## config.mk

```make
export PLATFORM = sky130hd
export DESIGN_NAME = rob_top
export DESIGN_NICKNAME = d
export VERILOG_FILES = /design/src/hdl/rob_cfg_pkg.sv /design/src/hdl/rob_entry_pkg.sv /design/src/hdl/fifo_fwft_ctrl.sv /design/src/hdl/rob.sv /design/src/hdl/rob_cmplt_table.sv /design/src/hdl/rob_commit.sv /design/src/hdl/rob_payload_ram.sv /design/src/hdl/rob_top.sv
export SDC_FILE = /design/constraint.sdc
export NUM_CORES = 1
export LEC_CHECK = 0
export BUFFER_PORTS_ARGS = -buffer_cell sky130_fd_sc_hd__buf_2
export CORE_MARGIN = 2
export CORE_UTILIZATION = 45
export CTS_CLUSTER_DIAMETER = 120
export DETAILED_ROUTE_END_ITERATION = 7
export SLEW_MARGIN = 20
export SYNTH_ARGS = -nofsm -noshare
export SYNTH_HDL_FRONTEND = slang
export SYNTH_SLANG_ARGS = --single-unit
```

## constraint.sdc

```tcl
create_clock -name clk -period 12.1 [get_ports clk]
set_clock_uncertainty 0.15 [all_clocks]
set_input_delay 1.815 -clock clk [delete_from_list [all_inputs] [get_ports clk]]
set_output_delay 1.815 -clock clk [all_outputs]
set_load 0.005 [all_outputs]
```

## src/hdl/rob_cfg_pkg.sv

```systemverilog
// Bank count must be a power of two; banks and depth are given as log2 values
package rob_cfg_pkg;

   // log2 of the bank count, which is also the issue and commit width
   localparam int P_COMMIT_WIDTH_DEF = 1;

   // log2 of the entries held per bank
   localparam int P_ROB_DEPTH_DEF = 3;

   localparam int PC_W = 32;

   // Banks from the log2 commit width
   function automatic int rob_banks(input int p_commit_width);
      return 1 << p_commit_width;
   endfunction

   // Total entries in flight over all banks
   function automatic int rob_entries(input int p_commit_width, input int p_rob_depth);
      return rob_banks(p_commit_width) << p_rob_depth;
   endfunction

endpackage

```

## src/hdl/rob_entry_pkg.sv

```systemverilog
// Operand buses are reduced to a 2-bit opcode class; entry layout is fixed at 47 bits
package rob_entry_pkg;
   import rob_cfg_pkg::*;

   // Physical register address width
   localparam int PRF_AW = 6;

   // Execution unit that owns the instruction
   typedef enum logic [1:0]
   {
      opc_alu = 2'd0,
      opc_bru = 2'd1,
      opc_lsu = 2'd2,
      opc_epu = 2'd3
   } opc_class_t;

   // One buffer entry, MSB first
   typedef struct packed
   {
      opc_class_t          opc;
      logic [PC_W-1:0]     pc;
      logic [PRF_AW-1:0]   prd;
      logic                prd_we;
      // Register returned to the free list at retirement
      logic [PRF_AW-1:0]   pfree;
   } rob_entry_t;

endpackage

```

## src/hdl/fifo_fwft_ctrl.sv

```systemverilog
// Depth is a power of two; push when full and pop when empty are ignored, no data path here
`timescale 1ns/10ps

module fifo_fwft_ctrl
#(
   parameter int DW          = 1,
   parameter int DEPTH_WIDTH = 3
)
(
   input  logic                   clk,
   input  logic                   rst_n,
   input  logic                   flush,
   input  logic                   push,
   input  logic                   pop,
   output logic                   ready,
   output logic                   valid,
   output logic [DEPTH_WIDTH-1:0] payload_waddr,
   output logic [DEPTH_WIDTH-1:0] payload_raddr,
   output logic                   payload_we
);

   localparam logic [DEPTH_WIDTH:0] FULL_CNT = 1 << DEPTH_WIDTH;
   // A zero-width payload only counts tokens
   localparam logic HAS_PAYLOAD = (DW > 0);

   logic [DEPTH_WIDTH-1:0] w_idx, r_idx;
   logic [DEPTH_WIDTH:0]   count;
   logic                   do_push, do_pop;

   assign ready   = (count != FULL_CNT);
   assign valid   = (count != '0);
   assign do_push = push & ready;
   assign do_pop  = pop & valid;

   always_ff @(posedge clk or negedge rst_n)
   begin
      if (!rst_n)
      begin
         w_idx <= '0;
         r_idx <= '0;
         count <= '0;
      end
      else if (flush)
      begin
         w_idx <= '0;
         r_idx <= '0;
         count <= '0;
      end
      else
      begin
         if (do_push)
            w_idx <= w_idx + 1'b1;
         if (do_pop)
            r_idx <= r_idx + 1'b1;
         // Simultaneous push and pop keeps the count
         case ({do_push, do_pop})
            2'b10:   count <= count + 1'b1;
            2'b01:   count <= count - 1'b1;
            default: count <= count;
         endcase
      end
   end

   // Next write slot doubles as the allocation id
   assign payload_waddr = w_idx;
   assign payload_raddr = r_idx;
   assign payload_we    = do_push & HAS_PAYLOAD;

endmodule

```

## src/hdl/rob.sv

```systemverilog
// Issue side must push only while rob_ready is high; pop_size must not exceed valid head lanes
`timescale 1ns/10ps

module rob
   import rob_cfg_pkg::*, rob_entry_pkg::*;
#(
   parameter int P_COMMIT_WIDTH = 1,
   parameter int P_ROB_DEPTH    = 3
)
(
   input  logic                                      clk,
   input  logic                                      rst_n,
   input  logic                                      flush,
   input  logic [P_COMMIT_WIDTH:0]                   push_size,
   input  opc_class_t [rob_banks(P_COMMIT_WIDTH)-1:0] push_opc,
   input  logic [rob_banks(P_COMMIT_WIDTH)-1:0][PC_W-1:0]   push_pc,
   input  logic [rob_banks(P_COMMIT_WIDTH)-1:0][PRF_AW-1:0] push_prd,
   input  logic [rob_banks(P_COMMIT_WIDTH)-1:0]      push_prd_we,
   input  logic [rob_banks(P_COMMIT_WIDTH)-1:0][PRF_AW-1:0] push_pfree,
   input  logic [P_COMMIT_WIDTH:0]                   pop_size,
   output logic                                      rob_ready,
   output logic [rob_banks(P_COMMIT_WIDTH)-1:0][P_ROB_DEPTH-1:0]    rob_free_id,
   output logic [rob_banks(P_COMMIT_WIDTH)-1:0][P_COMMIT_WIDTH-1:0] rob_free_bank,
   output logic [rob_banks(P_COMMIT_WIDTH)-1:0]      alloc_we,
   output logic [rob_banks(P_COMMIT_WIDTH)-1:0]      head_valid,
   output rob_entry_t [rob_banks(P_COMMIT_WIDTH)-1:0] head_entry,
   output logic [rob_banks(P_COMMIT_WIDTH)-1:0][P_ROB_DEPTH-1:0]    head_id,
   output logic [rob_banks(P_COMMIT_WIDTH)-1:0][P_COMMIT_WIDTH-1:0] head_bank
);

   localparam int BANKS = rob_banks(P_COMMIT_WIDTH);

   logic [P_COMMIT_WIDTH-1:0]                head_q, tail_q;
   rob_entry_t [BANKS-1:0]                   lane_entry;
   rob_entry_t [BANKS-1:0]                   bank_wdata, bank_rdata;
   logic [BANKS-1:0]                         bank_push, bank_pop;
   logic [BANKS-1:0]                         bank_ready, bank_valid, bank_we;
   logic [BANKS-1:0][P_ROB_DEPTH-1:0]        bank_waddr, bank_raddr;

   // Both pointers wrap modulo BANKS
   always_ff @(posedge clk or negedge rst_n)
   begin
      if (!rst_n)
      begin
         head_q <= '0;
         tail_q <= '0;
      end
      else if (flush)
      begin
         head_q <= '0;
         tail_q <= '0;
      end
      else
      begin
         head_q <= head_q + pop_size[P_COMMIT_WIDTH-1:0];
         tail_q <= tail_q + push_size[P_COMMIT_WIDTH-1:0];
      end
   end

   for (genvar k = 0; k < BANKS; k++)
   begin : g_lane
      assign lane_entry[k] = '{opc:    push_opc[k],
                               pc:     push_pc[k],
                               prd:    push_prd[k],
                               prd_we: push_prd_we[k],
                               pfree:  push_pfree[k]};
      assign alloc_we[k]      = (push_size > (P_COMMIT_WIDTH+1)'(k));
      assign rob_free_bank[k] = tail_q + P_COMMIT_WIDTH'(k);
      assign rob_free_id[k]   = bank_waddr[rob_free_bank[k]];
      // Head window lane k reads bank head + k
      assign head_bank[k]  = head_q + P_COMMIT_WIDTH'(k);
      assign head_valid[k] = bank_valid[head_bank[k]];
      assign head_entry[k] = bank_rdata[head_bank[k]];
      assign head_id[k]    = bank_raddr[head_bank[k]];
   end

   for (genvar b = 0; b < BANKS; b++)
   begin : g_bank
      logic [P_COMMIT_WIDTH-1:0] tail_off, head_off;

      // Lane that lands on this bank, and its place in the pop group
      assign tail_off      = P_COMMIT_WIDTH'(b) - tail_q;
      assign head_off      = P_COMMIT_WIDTH'(b) - head_q;
      assign bank_wdata[b] = lane_entry[tail_off];
      assign bank_push[b]  = ({1'b0, tail_off} < push_size);
      assign bank_pop[b]   = ({1'b0, head_off} < pop_size);

      fifo_fwft_ctrl #(
         .DW          ($bits(rob_entry_t)),
         .DEPTH_WIDTH (P_ROB_DEPTH)
      ) u_fifo (
         .clk           (clk),
         .rst_n         (rst_n),
         .flush         (flush),
         .push          (bank_push[b]),
         .pop           (bank_pop[b]),
         .ready         (bank_ready[b]),
         .valid         (bank_valid[b]),
         .payload_waddr (bank_waddr[b]),
         .payload_raddr (bank_raddr[b]),
         .payload_we    (bank_we[b])
      );

      rob_payload_ram #(
         .P_ROB_DEPTH (P_ROB_DEPTH)
      ) u_ram (
         .clk   (clk),
         .we    (bank_we[b]),
         .waddr (bank_waddr[b]),
         .wdata (bank_wdata[b]),
         .raddr (bank_raddr[b]),
         .rdata (bank_rdata[b])
      );
   end

   // A full group fits only if every bank has room
   assign rob_ready = &bank_ready;

endmodule

```

## src/hdl/rob_cmplt_table.sv

```systemverilog
// Writeback to an unallocated id is illegal and not detected; flush clears every done bit
`timescale 1ns/10ps

module rob_cmplt_table
   import rob_cfg_pkg::*;
#(
   parameter int P_COMMIT_WIDTH = 1,
   parameter int P_ROB_DEPTH    = 3
)
(
   input  logic                                      clk,
   input  logic                                      rst_n,
   input  logic                                      flush,
   input  logic [rob_banks(P_COMMIT_WIDTH)-1:0]      alloc_we,
   input  logic [rob_banks(P_COMMIT_WIDTH)-1:0][P_COMMIT_WIDTH-1:0] alloc_bank,
   input  logic [rob_banks(P_COMMIT_WIDTH)-1:0][P_ROB_DEPTH-1:0]    alloc_id,
   input  logic [rob_banks(P_COMMIT_WIDTH)-1:0]      wb_comp,
   input  logic [rob_banks(P_COMMIT_WIDTH)-1:0][P_COMMIT_WIDTH-1:0] wb_rob_bank,
   input  logic [rob_banks(P_COMMIT_WIDTH)-1:0][P_ROB_DEPTH-1:0]    wb_rob_id,
   input  logic [rob_banks(P_COMMIT_WIDTH)-1:0][P_COMMIT_WIDTH-1:0] head_bank,
   input  logic [rob_banks(P_COMMIT_WIDTH)-1:0][P_ROB_DEPTH-1:0]    head_id,
   output logic [rob_banks(P_COMMIT_WIDTH)-1:0]      head_done
);

   localparam int BANKS   = rob_banks(P_COMMIT_WIDTH);
   localparam int ENTRIES = rob_entries(P_COMMIT_WIDTH, P_ROB_DEPTH);

   // Entry {bank, id} sits at bit bank*depth + id
   logic [ENTRIES-1:0] done_q, done_nxt;

   always_comb
   begin
      done_nxt = done_q;
      for (int k = 0; k < BANKS; k++)
         if (alloc_we[k])
            done_nxt[{alloc_bank[k], alloc_id[k]}] = 1'b0;
      for (int k = 0; k < BANKS; k++)
         if (wb_comp[k])
            done_nxt[{wb_rob_bank[k], wb_rob_id[k]}] = 1'b1;
   end

   always_ff @(posedge clk or negedge rst_n)
   begin
      if (!rst_n)
         done_q <= '0;
      else if (flush)
         done_q <= '0;
      else
         done_q <= done_nxt;
   end

   for (genvar k = 0; k < BANKS; k++)
   begin : g_head
      assign head_done[k] = done_q[{head_bank[k], head_id[k]}];
   end

endmodule

```

## src/hdl/rob_commit.sv

```systemverilog
// Retires only a contiguous run of done entries from the head; nothing retires under stall
`timescale 1ns/10ps

module rob_commit
   import rob_cfg_pkg::*, rob_entry_pkg::*;
#(
   parameter int P_COMMIT_WIDTH = 1
)
(
   input  logic                                      retire_stall,
   input  logic [rob_banks(P_COMMIT_WIDTH)-1:0]      head_valid,
   input  logic [rob_banks(P_COMMIT_WIDTH)-1:0]      head_done,
   input  rob_entry_t [rob_banks(P_COMMIT_WIDTH)-1:0] head_entry,
   output logic [P_COMMIT_WIDTH:0]                   pop_size,
   output logic [rob_banks(P_COMMIT_WIDTH)-1:0]      cmt_valid,
   output opc_class_t [rob_banks(P_COMMIT_WIDTH)-1:0] cmt_opc,
   output logic [rob_banks(P_COMMIT_WIDTH)-1:0][PC_W-1:0]   cmt_pc,
   output logic [rob_banks(P_COMMIT_WIDTH)-1:0][PRF_AW-1:0] cmt_prd,
   output logic [rob_banks(P_COMMIT_WIDTH)-1:0]      cmt_prd_we,
   output logic [rob_banks(P_COMMIT_WIDTH)-1:0][PRF_AW-1:0] cmt_pfree
);

   localparam int BANKS = rob_banks(P_COMMIT_WIDTH);

   logic [BANKS-1:0] lane_rdy, lane_ok;

   assign lane_rdy = head_valid & head_done & {BANKS{~retire_stall}};

   // First lane not ready masks all younger lanes
   always_comb
   begin
      lane_ok    = '0;
      pop_size   = '0;
      lane_ok[0] = lane_rdy[0];
      for (int k = 1; k < BANKS; k++)
         lane_ok[k] = lane_ok[k-1] & lane_rdy[k];
      for (int k = 0; k < BANKS; k++)
         pop_size = pop_size + (P_COMMIT_WIDTH+1)'(lane_ok[k]);
   end

   assign cmt_valid = lane_ok;

   for (genvar k = 0; k < BANKS; k++)
   begin : g_unpack
      assign cmt_opc[k]    = head_entry[k].opc;
      assign cmt_pc[k]     = head_entry[k].pc;
      assign cmt_prd[k]    = head_entry[k].prd;
      assign cmt_prd_we[k] = head_entry[k].prd_we;
      assign cmt_pfree[k]  = head_entry[k].pfree;
   end

endmodule

```

## src/hdl/rob_payload_ram.sv

```systemverilog
// Register array, no reset; read is combinational so the head entry shows without a cycle
`timescale 1ns/10ps

module rob_payload_ram
   import rob_entry_pkg::*;
#(
   parameter int P_ROB_DEPTH = 3
)
(
   input  logic                   clk,
   input  logic                   we,
   input  logic [P_ROB_DEPTH-1:0] waddr,
   input  rob_entry_t             wdata,
   input  logic [P_ROB_DEPTH-1:0] raddr,
   output rob_entry_t             rdata
);

   localparam int DEPTH = 1 << P_ROB_DEPTH;

   rob_entry_t mem [DEPTH];

   always_ff @(posedge clk)
   begin
      if (we)
         mem[waddr] <= wdata;
   end

   // Fall-through view of the slot at the read index
   assign rdata = mem[raddr];

endmodule

```

## src/hdl/rob_top.sv

```systemverilog
// Allocation ids are the free ids shown to issue; writebacks must name allocated entries only
`timescale 1ns/10ps

module rob_top
   import rob_cfg_pkg::*, rob_entry_pkg::*;
#(
   parameter int P_COMMIT_WIDTH = P_COMMIT_WIDTH_DEF,
   parameter int P_ROB_DEPTH    = P_ROB_DEPTH_DEF
)
(
   input  logic                                      clk,
   input  logic                                      rst_n,
   input  logic                                      flush,
   input  logic [P_COMMIT_WIDTH:0]                   push_size,
   input  opc_class_t [rob_banks(P_COMMIT_WIDTH)-1:0] push_opc,
   input  logic [rob_banks(P_COMMIT_WIDTH)-1:0][PC_W-1:0]   push_pc,
   input  logic [rob_banks(P_COMMIT_WIDTH)-1:0][PRF_AW-1:0] push_prd,
   input  logic [rob_banks(P_COMMIT_WIDTH)-1:0]      push_prd_we,
   input  logic [rob_banks(P_COMMIT_WIDTH)-1:0][PRF_AW-1:0] push_pfree,
   output logic                                      rob_ready,
   output logic [rob_banks(P_COMMIT_WIDTH)-1:0][P_ROB_DEPTH-1:0]    rob_free_id,
   output logic [rob_banks(P_COMMIT_WIDTH)-1:0][P_COMMIT_WIDTH-1:0] rob_free_bank,
   input  logic [rob_banks(P_COMMIT_WIDTH)-1:0]      wb_comp,
   input  logic [rob_banks(P_COMMIT_WIDTH)-1:0][P_COMMIT_WIDTH-1:0] wb_rob_bank,
   input  logic [rob_banks(P_COMMIT_WIDTH)-1:0][P_ROB_DEPTH-1:0]    wb_rob_id,
   input  logic                                      retire_stall,
   output logic [rob_banks(P_COMMIT_WIDTH)-1:0]      cmt_valid,
   output opc_class_t [rob_banks(P_COMMIT_WIDTH)-1:0] cmt_opc,
   output logic [rob_banks(P_COMMIT_WIDTH)-1:0][PC_W-1:0]   cmt_pc,
   output logic [rob_banks(P_COMMIT_WIDTH)-1:0][PRF_AW-1:0] cmt_prd,
   output logic [rob_banks(P_COMMIT_WIDTH)-1:0]      cmt_prd_we,
   output logic [rob_banks(P_COMMIT_WIDTH)-1:0][PRF_AW-1:0] cmt_pfree
);

   localparam int BANKS = rob_banks(P_COMMIT_WIDTH);

   logic [P_COMMIT_WIDTH:0]                  pop_size;
   logic [BANKS-1:0]                         alloc_we;
   logic [BANKS-1:0]                         head_valid, head_done;
   rob_entry_t [BANKS-1:0]                   head_entry;
   logic [BANKS-1:0][P_ROB_DEPTH-1:0]        head_id;
   logic [BANKS-1:0][P_COMMIT_WIDTH-1:0]     head_bank;

   rob #(
      .P_COMMIT_WIDTH (P_COMMIT_WIDTH),
      .P_ROB_DEPTH    (P_ROB_DEPTH)
   ) u_rob (
      .clk           (clk),
      .rst_n         (rst_n),
      .flush         (flush),
      .push_size     (push_size),
      .push_opc      (push_opc),
      .push_pc       (push_pc),
      .push_prd      (push_prd),
      .push_prd_we   (push_prd_we),
      .push_pfree    (push_pfree),
      .pop_size      (pop_size),
      .rob_ready     (rob_ready),
      .rob_free_id   (rob_free_id),
      .rob_free_bank (rob_free_bank),
      .alloc_we      (alloc_we),
      .head_valid    (head_valid),
      .head_entry    (head_entry),
      .head_id       (head_id),
      .head_bank     (head_bank)
   );

   // Pushed lanes take the ids that were offered to issue
   rob_cmplt_table #(
      .P_COMMIT_WIDTH (P_COMMIT_WIDTH),
      .P_ROB_DEPTH    (P_ROB_DEPTH)
   ) u_cmplt (
      .clk         (clk),
      .rst_n       (rst_n),
      .flush       (flush),
      .alloc_we    (alloc_we),
      .alloc_bank  (rob_free_bank),
      .alloc_id    (rob_free_id),
      .wb_comp     (wb_comp),
      .wb_rob_bank (wb_rob_bank),
      .wb_rob_id   (wb_rob_id),
      .head_bank   (head_bank),
      .head_id     (head_id),
      .head_done   (head_done)
   );

   rob_commit #(
      .P_COMMIT_WIDTH (P_COMMIT_WIDTH)
   ) u_commit (
      .retire_stall (retire_stall),
      .head_valid   (head_valid),
      .head_done    (head_done),
      .head_entry   (head_entry),
      .pop_size     (pop_size),
      .cmt_valid    (cmt_valid),
      .cmt_opc      (cmt_opc),
      .cmt_pc       (cmt_pc),
      .cmt_prd      (cmt_prd),
      .cmt_prd_we   (cmt_prd_we),
      .cmt_pfree    (cmt_pfree)
   );

endmodule
```

==> reports/results.ini, run 1 <==
[routing]
avgViaCountPerCell=5.78
wirelength_um=79300
drt_iter0_markers=1544
drt_pass1_iterations=5
ant_nets=0
dr_total_vias=18000
drc=0
wl_per_cell_um=25.4

[pwr]
p_comb_share_pct=9.0
p_int_mw=4.96
power_density_mw_per_mm2=165
clockPowerShare_pct=40.6
swShare_pct=22.3
p_leak_nw=12.6
seqPwrFrac_pct=50.4
peakVddDrop_v=0.000101
p_switching_mw=1.43

[setup_path]
arrival_ns=4.08
worstSetupStartpointType=flip-flop
rrSetupSlack_ns=6.31
cp_top_family=flip-flops
crit_slowest_cell=dfrtp_4
crit_fanout=44
worstSetupPathType=reg -> out
path_cells=buf_4 > a21oi_1 > mux2i_1 > o211ai_1 > a32oi_2 > a2bb2oi_2 > nor2_1 > buf_2
worstRegToRegCells=17
slowest_delay_ns=0.93
cp-end-kind=output pin
r2r-start=u_rob.g_bank[0].u_fifo.payload_raddr[0]
crit_buf_inv=2
timing.rr.end=u_rob.g_bank[0].u_fifo.count[3]
cp.required_ns=10.14

[run_status]
status=completed

[sta]
final-hold-violation-count=0
maxSlewHeadroom_pct=32.0
period_needed_ns=6.05
setup_viol=0
post-route-period-util_pct=50.0
slew_violations=0
tns_ns=0
rsz0062_at_grt=no
worst-slew-pin-transition_ns=1.02
clock.fmax_mhz=165

[global_routing]
grt_max_degree=67
overflow=0
grt_pass1_vias=18900
grt_pass1_wl_um=119000
grt_antenna_before_repair=1
grt_usage_pct=20.8

[yosys]
synth_area_leader_cell=edfxtp_1
syn-cell-area_mm2=0.0337
ys_async_sr_fraction_pct=4.81
synth_most_common_cell=edfxtp_1
ys_types=60
yosysWarnings=0
synthCells=1863
synth.area.top_cells=edfxtp_1, mux4_2, mux2_2, dfrtp_1, mux2i_1
syn-num-nets=1987
ys_ff_latch=790
synthDominantCellAreaShare_pct=67.0
seq_area_frac_synth_pct=69.8
synth_edf_count=752
synthFlopType=edfxtp_1
postSynthAreaPerCell_um2=18.1
synth_common_cells=edfxtp_1, mux4_2, mux2_2

[placed_design]
io_buffer_count=214
place_hpwl_um=44900
placed_area_mm2=0.0359
gp_congestion=0.825

[clocking]
numCtsBuffers=83
cts_tree=yes
hold_buffers=0
clock-sinks=790
cts-htree-levels=3
cts_setup_buffers=0
clockBufferDepth=3
clk_pin_slew_ns=0.06
clk_latency_ns=0.62
cts_resized=0
cts_root_buffer=clkbuf_16

[finish]
final_layout_size_suffix_gt1_share_pct=32.5
syn_to_final_growth_pct=14.8
fin_area_mm2=0.0387
fin_util_pct=52.1
fillerInstances=5956
nNetsFinal=2207

[die]
core_area_mm2=0.0743
io_pins=215
die_y_um=278
die_w_um=278
start_util_pct=45.3
dieArea_mm2=0.0771
row_count=100

[hold_path]
hold_start=u_cmplt.done_q[4]
worstHoldEndpoint=u_cmplt.done_q[4]
hold_path.class=reg -> reg
worstHoldPathCells=2

[run]
max-cap-violations=0

power by group through the flow:
stage	Clock (mW)	Combinational [mW]	Sequential (mW)
floorplan	0	0.358	3.26
global placement	0	0.567	3.27
detailed placement	0	0.580	3.28
CTS	2.65	0.582	3.22
global route	2.76	0.628	3.23
finish	2.60	0.573	3.22
state kept, by name (all words and copies together), names as in the netlist:
name / count
u_rob.g_bank.u_fifo.count: 8
u_rob.tail_q: 1
u_cmplt.done_q: 16
u_rob.g_bank.u_ram.mem: 752
u_rob.g_bank.u_fifo.payload_raddr: 6
u_rob.head_q: 1
u_rob.g_bank.u_fifo.payload_waddr: 6
logic make-up after synthesis:
logic type	after synthesis	synth area share, %
AOI/OAI and AO/OA	217	4.56
xor gates and xnor gates	6	0.156
adders and majority gates	14	0.564
buffers and inverters	126	1.59
DFF	790	69.8
muxes	348	17.7
and+or+nand+nor	362	5.59
metrics by stage:
step                worst slack, ns  instances  power, mW  hold slack, ns
floorplan                      3.97       1863       3.62           0.333
global placement               6.54       2967       3.84           0.373
detailed placement             6.36       2967       3.86           0.369
CTS                            5.99       3119       6.46           0.383
global route                   5.78       3120       6.62           0.414
finish                         6.05       3122       6.39           0.385
area by class of cell:
cell class	instances	area, um^2	area share (%)
diodes	3	7.51	0.0194
clock buffers	105	2240	5.80
clock inverters	47	552	1.43
inverters	13	51.3	0.133
multi-input cells	947	9730	25.2
flip-flops and latches	790	23600	60.9
well taps	969	1210	3.13
repair buffers	248	1330	3.43
placed cells by master (no fill, tap or decap), types with 5 or more instances in the layout:
master        n
buf_4        34
o21ai_0      10
mux4_2      188
clkinv_2      9
dfrtp_1      30
o32ai_1       5
nor3_1       58
mux2i_1      57
nand3_1      12
and2_1       52
bufinv_16    12
o22ai_1      15
nor2_1       50
edfxtp_1    752
clkbuf_1     17
a22oi_1      16
o31ai_1       8
nand2_1      79
a21oi_1      83
ha_1         12
o31a_1       47
mux2_2       98
buf_2       214
nor2b_1      58
clkinvlp_4    7
clkinv_1     16
nand2b_1     16
dfrtp_4       7
a32oi_1       5
clkbuf_16    86
inv_1        11
metal layers:
metal	track usage, %	up-vias	part of all wire (%)
li1	-	7991	-
met1	27.5	9463	42
met2	35.6	472	51
met3	3.23	106	5.0
met4	6.14	0	2.2
met5	0	-	0
worst register-to-register path, delay by kind of cell (launching register included):
family | cells | cell delay, ns
mux | 1 | 0.37
simple gates | 6 | 1.36
compound gates | 7 | 1.40
fa+ha+maj | 2 | 0.63
buf+inv | 1 | 0.80
flops | 1 | 0.93
how the worst max path moves through the flow:
| stage | slack, ns | cells past startpoint | from | to |
|---|---|---|---|---|
| 2_1_floorplan | 3.97 | 4 | push_size[1] | u_rob.g_bank[0].u_ram.mem[4][0] |
| 6_report | 6.05 | 8 | u_rob.g_bank[0].u_fifo.payload_raddr[0] | cmt_valid[1] |
| 3_5_place_dp | 6.36 | 17 | u_rob.g_bank[0].u_fifo.payload_raddr[0] | u_rob.g_bank[1].u_fifo.count[3] |
| 5_1_grt | 5.78 | 8 | u_rob.g_bank[0].u_fifo.payload_raddr[0] | cmt_valid[1] |
| 4_1_cts | 5.99 | 8 | u_rob.g_bank[0].u_fifo.payload_raddr[0] | cmt_valid[1] |
| 3_3_place_gp | 6.54 | 17 | u_rob.g_bank[0].u_fifo.payload_raddr[0] | u_rob.g_bank[1].u_fifo.count[3] |
No activity file was read; power rests on OpenSTA's default activity.
==> inputs of run 2 (changes only) <==
Settings changed: ABC_AREA set to 1.
Clock period 12.1 ns to 6.2 ns, I/O delays scaled along.
==> run 2 against run 1 <==
  * Final area grew 0.41%
  * Sequential power grew 100%
  * Combinational power rose to 7.7 times the previous value
  * Clock power rose by 93%
  * Hold slack lost 0.053 ns
  * Sequential cell count is the same
  * Worst setup slack worse by 4.8 ns
  * Sequential share of layout area is 0.27 points lower
  * Register-to-register slack got worse by 4.7 ns
  * Synthesized area grew 0.86%
  * Synthesized cell count is 66% higher
  * Largest cell class unchanged
==> reports/results.ini, run 2 <==
[global_routing]
overflow=0  ; unchanged
grt_antenna_before_repair=2  ; +1
grt_usage_pct=25.3  ; +4.5 points
grt_max_degree=144  ; +110%
grt_pass1_wl_um=147000  ; +24%
grt_pass1_vias=23200  ; +23%

[placed_design]
placed_area_mm2=0.0360  ; +0.43%
io_buffer_count=214  ; unchanged
place_hpwl_um=61000  ; +36%
gp_congestion=0.955  ; +16%

[finish]
final_layout_size_suffix_gt1_share_pct=13.7  ; -19 points
largest-register=u_rob.g_bank.u_ram.mem
fillerInstances=6505  ; +9.2%
nNetsFinal=3363  ; +52%
register_area_mm2=0.0236  ; about the same
syn_to_final_growth_pct=14.3
fin_area_mm2=0.0388  ; +0.41%
reg_top3=u_rob.g_bank.u_ram.mem x752, u_cmplt.done_q x16, u_rob.g_bank.u_fifo.count x8
largest_register_ffs=752  ; unchanged
final_common_cell=edfxtp_1
layout_common_cells=edfxtp_1, nand2_1, o21ai_0
fin_util_pct=52.1  ; about the same
multi_input_area_mm2=0.00921  ; -5.4%

[setup_path]
endpoint=cmt_pc[48]
slowest_delay_ns=0.79  ; -0.14 ns
arrival_ns=3.87  ; -0.21 ns
worstSetupPathType=reg -> out
startpoint=u_rob.g_bank[1].u_fifo.payload_raddr[1]
path_cells=inv_2 > buf_4 > o21ai_0 > o22ai_1 > nand2_1 > nand2_1 > inv_1 > o21ai_0 > buf_2
cp.required_ns=5.12  ; -5.02 ns
crit_slowest_cell=inv_2
cp_top_family=buffers and inverters
worstSetupStartpointType=flip-flop
worst-path-stages=9  ; +1
r2r-start=u_rob.head_q
crit_fanout=52  ; +18%
crit_buf_inv=4  ; +2
timing.rr.end=u_rob.g_bank[0].u_fifo.count[3]
cp-end-kind=output pin
worstRegToRegCells=23  ; +6
rrSetupSlack_ns=1.58  ; -4.73 ns

[routing]
drt_pass1_iterations=6  ; +1
dr.max_layer_used=met4
met3_length_um=8570  ; +120%
ant_nets=0  ; unchanged
drt_iter0_markers=3231  ; +110%
wirelength_um=100000  ; +26%
drc=0  ; unchanged
dr_total_vias=24600  ; +37%
avgViaCountPerCell=5.75  ; -0.36%
wl_met2_um=45600  ; +14%
wl_per_cell_um=23.4  ; -7.9%
drt-met1-wl_um=43100  ; +29%

[yosys]
synth_area_leader_cell=edfxtp_1
syn-num-nets=3214  ; +62%
synth.area.top_cells=edfxtp_1, o21ai_0, nand2_1, nor2_1, o22ai_1
ys_async_sr_fraction_pct=4.81  ; unchanged
postSynthAreaPerCell_um2=11.0  ; -39%
syn-cell-area_mm2=0.0340  ; +0.86%
synthDominantCellAreaShare_pct=66.4  ; -0.57 points
ys_types=39  ; -35%
synth_common_cells=edfxtp_1, nand2_1, o21ai_0
synth_most_common_cell=edfxtp_1
synthCells=3090  ; +66%
synth_edf_count=752  ; unchanged
yosysWarnings=0  ; unchanged
seq_area_frac_synth_pct=69.2  ; -0.59 points
ys_ff_latch=790  ; unchanged
synthFlopType=edfxtp_1

[die]
die_w_um=279  ; +0.42%
dieArea_mm2=0.0778  ; +0.85%
die_y_um=279  ; +0.42%
io_pins=215  ; unchanged
core_area_mm2=0.0746  ; +0.34%
row_count=100  ; unchanged
start_util_pct=45.6  ; +0.24 points

[clocking]
clk_latency_ns=0.62  ; about the same
cts_root_buffer=clkbuf_16
hold_buffers=0  ; unchanged
cts_resized=0  ; unchanged
clk_pin_slew_ns=0.06  ; about the same
clockBufferDepth=3  ; unchanged
numCtsBuffers=82  ; -1.2%
cts_tree=yes
cts_setup_buffers=0  ; unchanged
cts-htree-levels=3  ; unchanged
clock-sinks=790  ; unchanged

[sta]
period_needed_ns=4.95
setup_viol=0  ; unchanged
maxSlewHeadroom_pct=20.2  ; -12 points
worst-slew-pin-transition_ns=1.18  ; +0.164 ns
post-route-period-util_pct=79.8
slew_violations=0  ; unchanged
tns_ns=0  ; unchanged
final-hold-violation-count=0  ; unchanged
clock.fmax_mhz=202
rsz0062_at_grt=no

[pwr]
p_leak_nw=14.2  ; +13%
power_density_mw_per_mm2=410  ; +150%
peakVddDrop_v=0.000304  ; +200%
total_power_mw=15.9  ; +150%

[hold_path]
hold_path.class=in -> async

[run]
max-cap-violations=0  ; unchanged

[run_status]
status=completed

run 2: changes by cell type in the layout (fill, tap and decap cells not counted), moves of 130 or more:
cell     previous run  this run
nor2_1             50       423
nand2_1            79       572
o21ai_0            10       492
o22ai_1            15       188
mux4_2            188         0
inv_1              11       141
run 2: worst min path at each step:
| stage | endpoint | slack [ns] | cells after the start | from |
|---|---|---|---|---|
| floorplan | u_cmplt.done_q[9] | 0.39 | 2 | u_cmplt.done_q[9] |
| detailed placement | u_rob.g_bank[0].u_fifo.payload_waddr[0] | 0.45 | 2 | u_rob.g_bank[0].u_fifo.payload_waddr[0] |
| CTS | u_cmplt.done_q[11] | 0.34 | 1 | rst_n |
| finish | u_cmplt.done_q[2] | 0.33 | 1 | rst_n |
| global placement | u_rob.g_bank[1].u_fifo.count[3] | 0.43 | 2 | u_rob.g_bank[1].u_fifo.count[3] |
| global route | u_cmplt.done_q[2] | 0.39 | 1 | rst_n |
run 2: power by group:
part           internal, mW  switching [mW]
logic                  1.28            3.14
clock network          2.99            2.04
registers              6.27           0.198
run 2: area by class of cell:
| cell class | count | share of cell area (%) |
|---|---|---|
| Antenna cell | 1 | 0.00644 |
| Multi-Input combinational cell | 1952 | 23.7 |
| Clock inverter | 58 | 1.61 |
| Timing Repair Buffer | 263 | 3.93 |
| Clock buffer | 95 | 5.52 |
| Tap cell | 969 | 3.12 |
| Inverter | 150 | 1.47 |
| Sequential cell | 790 | 60.6 |
run 2: cells by family after synthesis:
kind of cell	count (synthesis)	share of synthesized area, %
simple gates	1111	12.9
flops	790	69.2
buf+inv	348	4.07
xor+xnor	6	0.155
compound gates	821	13.1
fa+ha+maj	14	0.559
run 2: routing by layer:
layer / vias to the layer above / track usage [%]
met2: 1053 / 39.3
met4: 0 / 7.84
li1: 11300 / -
met3: 159 / 3.93
met5: - / 0
met1: 12100 / 36.7
run 2: stage by stage:
step | setup WS [ns] | cells | hold WS [ns]
after global placement | 1.73 | 4121 | 0.434
after floorplan | 1.89 | 3090 | 0.386
after detailed placement | 1.73 | 4123 | 0.450
after global routing | 0.912 | 4278 | 0.392
after CTS | 1.18 | 4276 | 0.341
final | 1.25 | 4278 | 0.332
run 2: worst register-to-register path, cell delays in order (launching register included):
cell,delay [ns]
dfrtp_4,0.87
buf_4,0.67
nand2_2,0.23
nand3_1,0.13
nand3_1,0.09
nand3_1,0.10
nand3_1,0.08
nand2_1,0.10
nor2_2,0.05
nor3_1,0.28
ha_1,0.21
inv_1,0.06
nand2_4,0.08
nand3_2,0.15
inv_1,0.18
ha_1,0.28
a21oi_1,0.15
nand2_1,0.08
xor2_1,0.18
inv_1,0.07
nand4_1,0.09
nand2_1,0.07
nand2_1,0.07
nand2_1,0.08
==> inputs of run 3 (changes only) <==
Clock period 6.2 ns to 4.3 ns, I/O delays scaled along.
==> run 3 against run 2 <==
  * Sequential cell count unchanged
  * Via count up 0.12%
  * Core utilization up 0.13 points
  * First-iteration DRC count down 13%
  * Critical path type unchanged
  * Largest cell class unchanged
  * Largest power group unchanged
  * Highest routed layer unchanged
==> reports/results.ini, run 3 (synthesis gave the netlist of run 2 again) <==
[routing]
wl_per_cell_um=23.3  ; -0.23%
dr_total_vias=24600  ; +0.12%
drc=0  ; unchanged
avgViaCountPerCell=5.75  ; about the same
drt_pass1_iterations=6  ; unchanged
drt_iter0_markers=2812  ; -13%
wirelength_um=99900  ; about the same
ant_nets=0  ; unchanged

[pwr]
p_int_mw=15.1  ; +43%
p_switching_mw=7.77  ; +45%
peakVddDrop_v=0.000366  ; +20%
clockPowerShare_pct=30.8  ; -0.8 points
power_density_mw_per_mm2=586  ; +43%
p_comb_share_pct=28.8  ; +1.0 points
seqPwrFrac_pct=40.4  ; -0.2 points
p_leak_nw=14.2  ; +0.12%
swShare_pct=34.0  ; +0.28 points

[clocking]
cts_tree=yes
cts-htree-levels=3  ; unchanged
clk_latency_ns=0.62  ; about the same
clock-sinks=790  ; unchanged
cts_root_buffer=clkbuf_16
numCtsBuffers=82  ; unchanged
clockBufferDepth=3  ; unchanged
clk_pin_slew_ns=0.06  ; about the same

[placed_design]
placed_area_mm2=0.0362  ; +0.51%
place_hpwl_um=57600  ; -5.5%
io_buffer_count=214  ; unchanged
gp_congestion=0.992  ; +3.9%

[finish]
syn_to_final_growth_pct=14.6
fin_area_mm2=0.0389  ; +0.25%
final_common_cell=edfxtp_1
layout_common_cells=edfxtp_1, nand2_1, o21ai_0
largest-register=u_rob.g_bank.u_ram.mem
nNetsFinal=3368  ; +0.15%
largest_register_ffs=752  ; unchanged
reg_top3=u_rob.g_bank.u_ram.mem x752, u_cmplt.done_q x16, u_rob.g_bank.u_fifo.count x8
final_layout_size_suffix_gt1_share_pct=13.8  ; +0.070 points

[global_routing]
grt_usage_pct=25.3  ; about the same
overflow=0  ; unchanged
grt_max_degree=191  ; +33%
grt_pass1_wl_um=146000  ; -0.39%
grt_pass1_vias=23200  ; -0.19%
grt_antenna_before_repair=2  ; unchanged

[setup_path]
worstSetupStartpointType=flip-flop
arrival_ns=3.33  ; -0.54 ns
timing.rr.end=u_rob.g_bank[0].u_fifo.count[3]
worstSetupPathType=reg -> out
r2r-start=u_rob.head_q
crit_fanout=95  ; +83%
cp-end-kind=output pin
rrSetupSlack_ns=0.50  ; -1.08 ns
cp.required_ns=3.50  ; -1.62 ns
worstRegToRegCells=23  ; unchanged

[sta]
worst-slew-pin-transition_ns=1.20  ; +0.0176 ns
setup_viol=0  ; unchanged
period_needed_ns=4.13
post-route-period-util_pct=96.0
clock.fmax_mhz=242
slew_violations=0  ; unchanged
final-hold-violation-count=0  ; unchanged
rsz0062_at_grt=no
tns_ns=0  ; unchanged
maxSlewHeadroom_pct=19.4  ; -0.88 points

[die]
die_w_um=279  ; unchanged
start_util_pct=45.6  ; unchanged
die_y_um=279  ; unchanged
core_area_mm2=0.0746  ; unchanged
io_pins=215  ; unchanged
dieArea_mm2=0.0778  ; unchanged
row_count=100  ; unchanged

[run_status]
status=completed

[run]
max-cap-violations=0  ; unchanged

[hold_path]
hold_path.class=in -> async

==> run 3: cell types whose count changed in the layout (fill, tap and decap cells not counted), sizes merged <==
cell / before / now
clkbuf: 95 / 107
clkinv: 41 / 35
buf: 263 / 268
bufinv: 12 / 7
inv: 152 / 150
clkinvlp: 3 / 4
diode: 1 / 2
==> run 3: metrics by stage <==
| stage | setup slack [ns] | util (%) | cells | total power [mW] | hold WS (ns) |
|---|---|---|---|---|---|
| after floorplan | -0.0137 | - | 3090 | 13.0 | 0.199 |
| after global placement | 0.523 | 48.6 | 4128 | 15.7 | 0.435 |
| after detailed placement | 0.454 | 48.6 | 4128 | 15.9 | 0.434 |
| after CTS | 0.0958 | 52.2 | 4281 | 22.9 | 0.0463 |
| after global routing | 0.00308 | 52.2 | 4283 | 23.9 | 0.100 |
| final | 0.171 | 52.2 | 4284 | 22.8 | 0.0445 |
==> run 3: layer usage <==
metal	wire length, um	vias up	track usage, %	share of wire [%]
met3	8290	177	4.79	8.3
met1	43400	12200	36.3	43
met4	3440	0	9.66	3.4
li1	-	11300	-	-
met2	44800	1004	38.3	45
met5	0	-	0	0
==> run 3: power by group through the flow <==
stage	Combinational [mW]	Clock, mW	Sequential [mW]
3_3_place_gp	6.39	0	9.35
4_1_cts	6.52	7.13	9.21
2_1_floorplan	3.74	0	9.30
5_1_grt	7.19	7.44	9.24
3_5_place_dp	6.50	0	9.37
6_report	6.57	7.04	9.21
==> run 3: what timing repair did <==
action                                  4_1_cts  5_1_grt
buffers inserted                              0        0
hold buffers                                  0        0
endpoints found under the setup margin        0        1
endpoints found under the hold margin         0        0
gates resized for setup                       0        1
==> run 3: worst max-delay path by stage <==
stage,from,end,slack [ns],cells after the start
3_3_place_gp,u_rob.head_q,u_rob.g_bank[0].u_fifo.count[3],0.52,23
5_1_grt,u_rob.g_bank[1].u_fifo.payload_raddr[1],cmt_pfree[4],0.003,8
2_1_floorplan,u_rob.tail_q,u_rob.g_bank[0].u_ram.mem[0][0],-0.01,8
6_report,u_rob.g_bank[1].u_fifo.payload_raddr[1],cmt_pfree[4],0.17,8
4_1_cts,u_rob.g_bank[1].u_fifo.payload_raddr[1],cmt_pfree[4],0.1,9
3_5_place_dp,u_rob.head_q,u_rob.g_bank[0].u_fifo.count[3],0.45,23
==> run 3: layout make-up <==
class	count	area [um^2]
clock buffer	107	2240
multi-input combinational	1952	9210
timing repair buffer	268	1710
inverter	150	572
fill	6453	35600
antenna	2	5.00
sequential	790	23600
tap	969	1210
clock inverter	46	442
==> run 3: worst max-delay path, cell delays in order, from the launching register on <==
cell and delay [ns]:
dfrtp_2 0.41, buf_4 0.83, o21ai_0 0.23, o22ai_1 0.22, nand2_1 0.07, nand2_1 0.11, inv_1 0.06, o21ai_0 0.44
buf_2 0.21
